<file path="src/rtl/mem_profile_pkg.sv">
/*
  Shared widths, word types and opcode encodings for the memory endpoint
  and its profiler. Modules reference these by scoped name.
*/

package mem_profile_pkg;

  localparam int data_width_lp  = 32;   // memory word and request/response data
  localparam int mem_words_lp   = 256;
  localparam int addr_width_lp  = 8;    // word address, log2 of mem_words_lp
  localparam int count_width_lp = 32;   // event counters and cycle count
  localparam int tag_width_lp   = 32;   // print-stat tag is one data word

  typedef logic [data_width_lp-1:0]  data_t;
  typedef logic [addr_width_lp-1:0]  addr_t;
  typedef logic [count_width_lp-1:0] count_t;
  typedef logic [tag_width_lp-1:0]   tag_t;

  // request opcode, 2'b11 is not issued
  typedef enum logic [1:0] {
    op_load  = 2'b00,
    op_store = 2'b01,
    op_amo   = 2'b10
  } req_op_e;

  // kind of atomic when the opcode is op_amo
  typedef enum logic [0:0] {
    amo_swap = 1'b0,
    amo_or   = 1'b1
  } amo_type_e;

  // endpoint FSM
  typedef enum logic [0:0] {
    idle      = 1'b0,
    amo_write = 1'b1   // second step of an atomic, memory busy
  } ep_state_e;

endpackage

</file>
<file path="src/rtl/op_profiler.sv">
/*
  Request profiler. Counts accepted loads, stores, swaps and ORs and runs
  a cycle counter. A print-stat strobe registers one snapshot, which
  includes an accept in the strobe cycle, and pulses stat_v_o.
*/

`timescale 1ns/1ps

module op_profiler (
  input  logic                       clk_i,
  input  logic                       reset_i,

  input  logic                       acc_i,
  input  mem_profile_pkg::req_op_e   op_i,
  input  mem_profile_pkg::amo_type_e amo_i,

  input  logic                       print_stat_v_i,
  input  mem_profile_pkg::tag_t      print_stat_tag_i,

  output logic                       stat_v_o,
  output mem_profile_pkg::tag_t      stat_tag_o,
  output mem_profile_pkg::count_t    stat_cycle_o,
  output mem_profile_pkg::count_t    stat_ld_o,
  output mem_profile_pkg::count_t    stat_st_o,
  output mem_profile_pkg::count_t    stat_amoswap_o,
  output mem_profile_pkg::count_t    stat_amoor_o
);

  logic                    is_amo;
  logic [3:0]              inc;   // {amoor, amoswap, st, ld}
  mem_profile_pkg::count_t cnt_r  [4];
  mem_profile_pkg::count_t snap_r [4];
  mem_profile_pkg::count_t cycle_r;
  mem_profile_pkg::count_t snap_cycle_r;
  mem_profile_pkg::tag_t   snap_tag_r;
  logic                    stat_v_r;

  assign is_amo = (op_i == mem_profile_pkg::op_amo);
  assign inc[0] = acc_i & (op_i == mem_profile_pkg::op_load);
  assign inc[1] = acc_i & (op_i == mem_profile_pkg::op_store);
  assign inc[2] = acc_i & is_amo & (amo_i == mem_profile_pkg::amo_swap);
  assign inc[3] = acc_i & is_amo & (amo_i == mem_profile_pkg::amo_or);

  always_ff @(posedge clk_i) begin
    if (reset_i) begin
      for (int i = 0; i < 4; i++) begin
        cnt_r[i] <= '0;
      end
      cycle_r  <= '0;
      stat_v_r <= 1'b0;
    end else begin
      for (int i = 0; i < 4; i++) begin
        cnt_r[i] <= cnt_r[i] + mem_profile_pkg::count_t'(inc[i]);
      end
      cycle_r  <= cycle_r + 1'b1;   // zero during the first cycle after reset
      stat_v_r <= print_stat_v_i;
    end
  end

  // snapshot folds in this cycle's accept
  always_ff @(posedge clk_i) begin
    if (print_stat_v_i) begin
      for (int i = 0; i < 4; i++) begin
        snap_r[i] <= cnt_r[i] + mem_profile_pkg::count_t'(inc[i]);
      end
      snap_cycle_r <= cycle_r;
      snap_tag_r   <= print_stat_tag_i;
    end
  end

  assign stat_v_o       = stat_v_r;
  assign stat_tag_o     = snap_tag_r;
  assign stat_cycle_o   = snap_cycle_r;
  assign stat_ld_o      = snap_r[0];
  assign stat_st_o      = snap_r[1];
  assign stat_amoswap_o = snap_r[2];
  assign stat_amoor_o   = snap_r[3];

endmodule

</file>
<file path="config.mk">
export PLATFORM = sky130hd
export DESIGN_NAME = op_profiler
export DESIGN_NICKNAME = d
export VERILOG_FILES = /design/src/rtl/mem_profile_pkg.sv /design/src/rtl/op_profiler.sv
export SDC_FILE = /design/constraint.sdc
export NUM_CORES = 1
export LEC_CHECK = 0
export ABC_AREA = 1
export ABC_CLOCK_PERIOD_IN_PS = 1600
export BUFFER_PORTS_ARGS = -buffer_cell sky130_fd_sc_hd__buf_2
export CAP_MARGIN = 20
export CORE_ASPECT_RATIO = 0.5
export CORE_MARGIN = 2
export CORE_UTILIZATION = 51
export CTS_CLUSTER_DIAMETER = 100
export DETAILED_ROUTE_END_ITERATION = 10
export HOLD_SLACK_MARGIN = 0.15
export MAX_ROUTING_LAYER = met4
export PLACE_DENSITY_LB_ADDON = 0.08
export SETUP_SLACK_MARGIN = 0.02
export SYNTH_ARGS = -nofsm -noshare
export SYNTH_HDL_FRONTEND = slang
export SYNTH_SLANG_ARGS = --single-unit
</file>
<file path="constraint.sdc">
create_clock -name clk_i -period 1.6 [get_ports clk_i]
set_clock_uncertainty 0.05 [all_clocks]
set_input_delay 0 -clock clk_i [delete_from_list [all_inputs] [get_ports clk_i]]
set_output_delay 0 -clock clk_i [all_outputs]
set_load 0.02 [all_outputs]
</file>
==> impl_metrics.json <==
{
  "final_max_slew_viol_count": 0,
  "failed_checks": "negative setup slack",
  "clockBufferDepth": 3,
  "final_layout_size_suffix_gt1_share_pct": 33.4,
  "mostFrequentLayoutCell": "nand2_1",
  "gp_congestion": 0.930,
  "wirelength_um": 37300,
  "yosysSeqAreaShare_pct": 61.3,
  "cp-start-kind": "register",
  "drt_iter0_markers": 788,
  "hold_path_class": "in -> reg",
  "most-common-layout-cells": "nand2_1 (394), buf_2 (229), nor2_1 (215), edfxtp_1 (192), inv_1 (173)",
  "cts_root_buf": "clkbuf_16",
  "powerDensity_mw_per_mm2": 974,
  "die_area_mm2": 0.0302,
  "power_mw": 19.6,
  "drtAntennaViolNets": 0,
  "grt_pass1_wl_um": 55900,
  "crit_type": "reg -> reg",
  "ys_warn_count": 0,
  "grt_overflow": 0,
  "core_area_mm2": 0.0280,
  "worst_ep_required_time_ns": 1.82,
  "cts.sinks": 353,
  "syn-cell-area_mm2": 0.0147,
  "layout.cell_area.non_filler_mm2": 0.0201,
  "fin_cells": 2428,
  "htreeDepth": 2,
  "insertion_delay_ns": 0.52,
  "worst_pin_slew_ns": 0.576,
  "relSlewSlack_pct": 61.6,
  "critPathMaxFanout": 7,
  "grt_usage_pct": 24.0,
  "placementRows": 43,
  "route.detailed.drc": 0,
  "avgRoutedWirePerCell_um": 15.4,
  "layout_min_cycle_time_ns": 1.74,
  "drtPass1Iterations": 5,
  "ir_worst_vdd_mv": 0.884,
  "avgViaCountPerCell": 4.93,
  "layout.nets": 2071,
  "synth.avg_cell_area_um2": 9.17,
  "grt_pass1_vias": 11285,
  "synth.top_cell.area_share_pct": 39.3,
  "finalHoldViolCount": 0,
  "port_buffers": 231,
  "drv_cap": 0,
  "die_w_um": 244,
  "pre_cts_ws_ns": -0.511,
  "ios": 232,
  "leakage_nw": 8.25,
  "dp_hpwl_um": 25000,
  "cp.arrival_ns": 1.96,
  "syn_inst": 1600,
  "dp_cells": 2255,
  "ys_top_cells_by_area": "edfxtp_1 (39%), dfxtp_1 (22%), nand2_1 (12%)",
  "regToRegSetupSlack_ns": -0.14,
  "grt_antenna_before_repair": 0,
  "place_area_mm2": 0.0168,
  "area_growth_pct": 37.3,
  "num_vias": 11973,
  "antennaDiodeCount": 0,
  "cts_tree": "yes",
  "initial_core_util_pct": 52.4,
  "synth_nets": 1650,
  "grt_max_degree": 60,
  "clk_pin_slew_ns": 0.06,
  "chipHeight_um": 124,
  "cts_inserted_buffers": 34,
  "finalWorstSetupSlack_ns": -0.142,
  "status": "complete, but fails checks",
  "fmax_mhz": 574,
  "rsz0062_at_grt": "true",
  "setup_viol": 107,
  "synth_top_area_cell": "edfxtp_1",
  "ys_types": 26,
  "ys_seq_elements": 353,
  "finalCritPeriodShare_pct": 109,
  "cp-end-kind": "register"
}
## through the flow
stage / hold slack [ns] / setup TNS (ns) / util (%)
4_1_cts: 0.150 / -2.33 / 68.1
2_1_floorplan: 0.0489 / 0 / -
6_report: 0.142 / -7.10 / 72.0
3_5_place_dp: 0.128 / -42.60 / 60.0
3_3_place_gp: 0.126 / -31.44 / 60.0
5_1_grt: 0.132 / -18.09 / 72.0
## per-layer routing
layer / track usage [%] / vias to the layer above / share of wire [%] / wire, um
met5: - / - / 0 / 0
met3: 4.07 / 63 / 4.5 / 1700
met1: 30.6 / 5667 / 44 / 16500
li1: - / 5945 / - / -
met4: 5.72 / 0 / 2.0 / 757
met2: 40.8 / 298 / 49 / 18400
## path summary, 6_finish.rpt
| check | from | end | cells past startpoint |
|---|---|---|---|
| max reg2reg | cnt_r[1][0] | snap_r[1][19] | 9 |
| min | op_i[0] | snap_r[0][1] | 4 |
| min reg2reg | cycle_r[0] | cycle_r[0] | 1 |
| max | cnt_r[1][0] | snap_r[1][19] | 9 |
## sequential cells by signal, indices dropped and copies added, names as in the netlist
signal / cells
snap_r: 128
stat_tag_o: 32
cycle_r: 32
stat_v_o: 1
cnt_r: 128
stat_cycle_o: 32
## synth_stat cells
cell type  instances
nand2_1          474
nor2_1           245
edfxtp_1         192
inv_1            178
dfxtp_1          161
a21oi_1           98
nand3_1           65
nor2_4            26
xor2_1            25
o21ai_0           24
nor2_2            19
clkbuf_1          12
nand3b_1          12
ha_1              11
xnor2_1           10
nand2_2            9
and2_1             8
nor3_1             7
buf_2              5
xor2_2             5
nand2_4            4
o21a_1             4
nor2_8             2
or2_2              2
inv_2              1
nand4_1            1
## kinds of logic after synthesis
logic type,share of synthesized area (%)
compound gates,4.37
xor+xnor,2.64
fa+ha+maj,0.938
buf+inv,5.06
flops,61.3
simple gates,25.7
## cell type report
type	count	area, um^2
flip-flops and latches	353	9030
well taps	382	478
fillers	2076	7840
repair buffers	402	2830
multi-input cells	1051	5940
inverters	179	674
clock inverters	15	228
clock buffers	46	960
## timing repair
item                       CTS  global route
gates resized for setup     84           242
hold buffers                63             2
buffers inserted            15            36
hold endpoints to repair   383             3
setup endpoints to repair  149           197
pin swaps                   60            90
## critical path, stage by stage (launching register included)
cell	delay, ns
dfxtp_2	0.34
ha_4	0.16
buf_6	0.10
inv_2	0.03
nor2_4	0.18
nand2_4	0.12
nor2_4	0.24
nand2_1	0.11
nand2_2	0.10
nand2_2	0.05
## power by group
| part | leakage (nW) | internal [mW] | switching [mW] | total [mW] |
|---|---|---|---|---|
| Clock | 0.574 | 5.20 | 3.45 | 8.65 |
| Combinational | 4.48 | 0.366 | 0.696 | 1.06 |
| Sequential | 3.20 | 9.80 | 0.0942 | 9.90 |
Note: power is estimated with default switching activity, not from simulation.
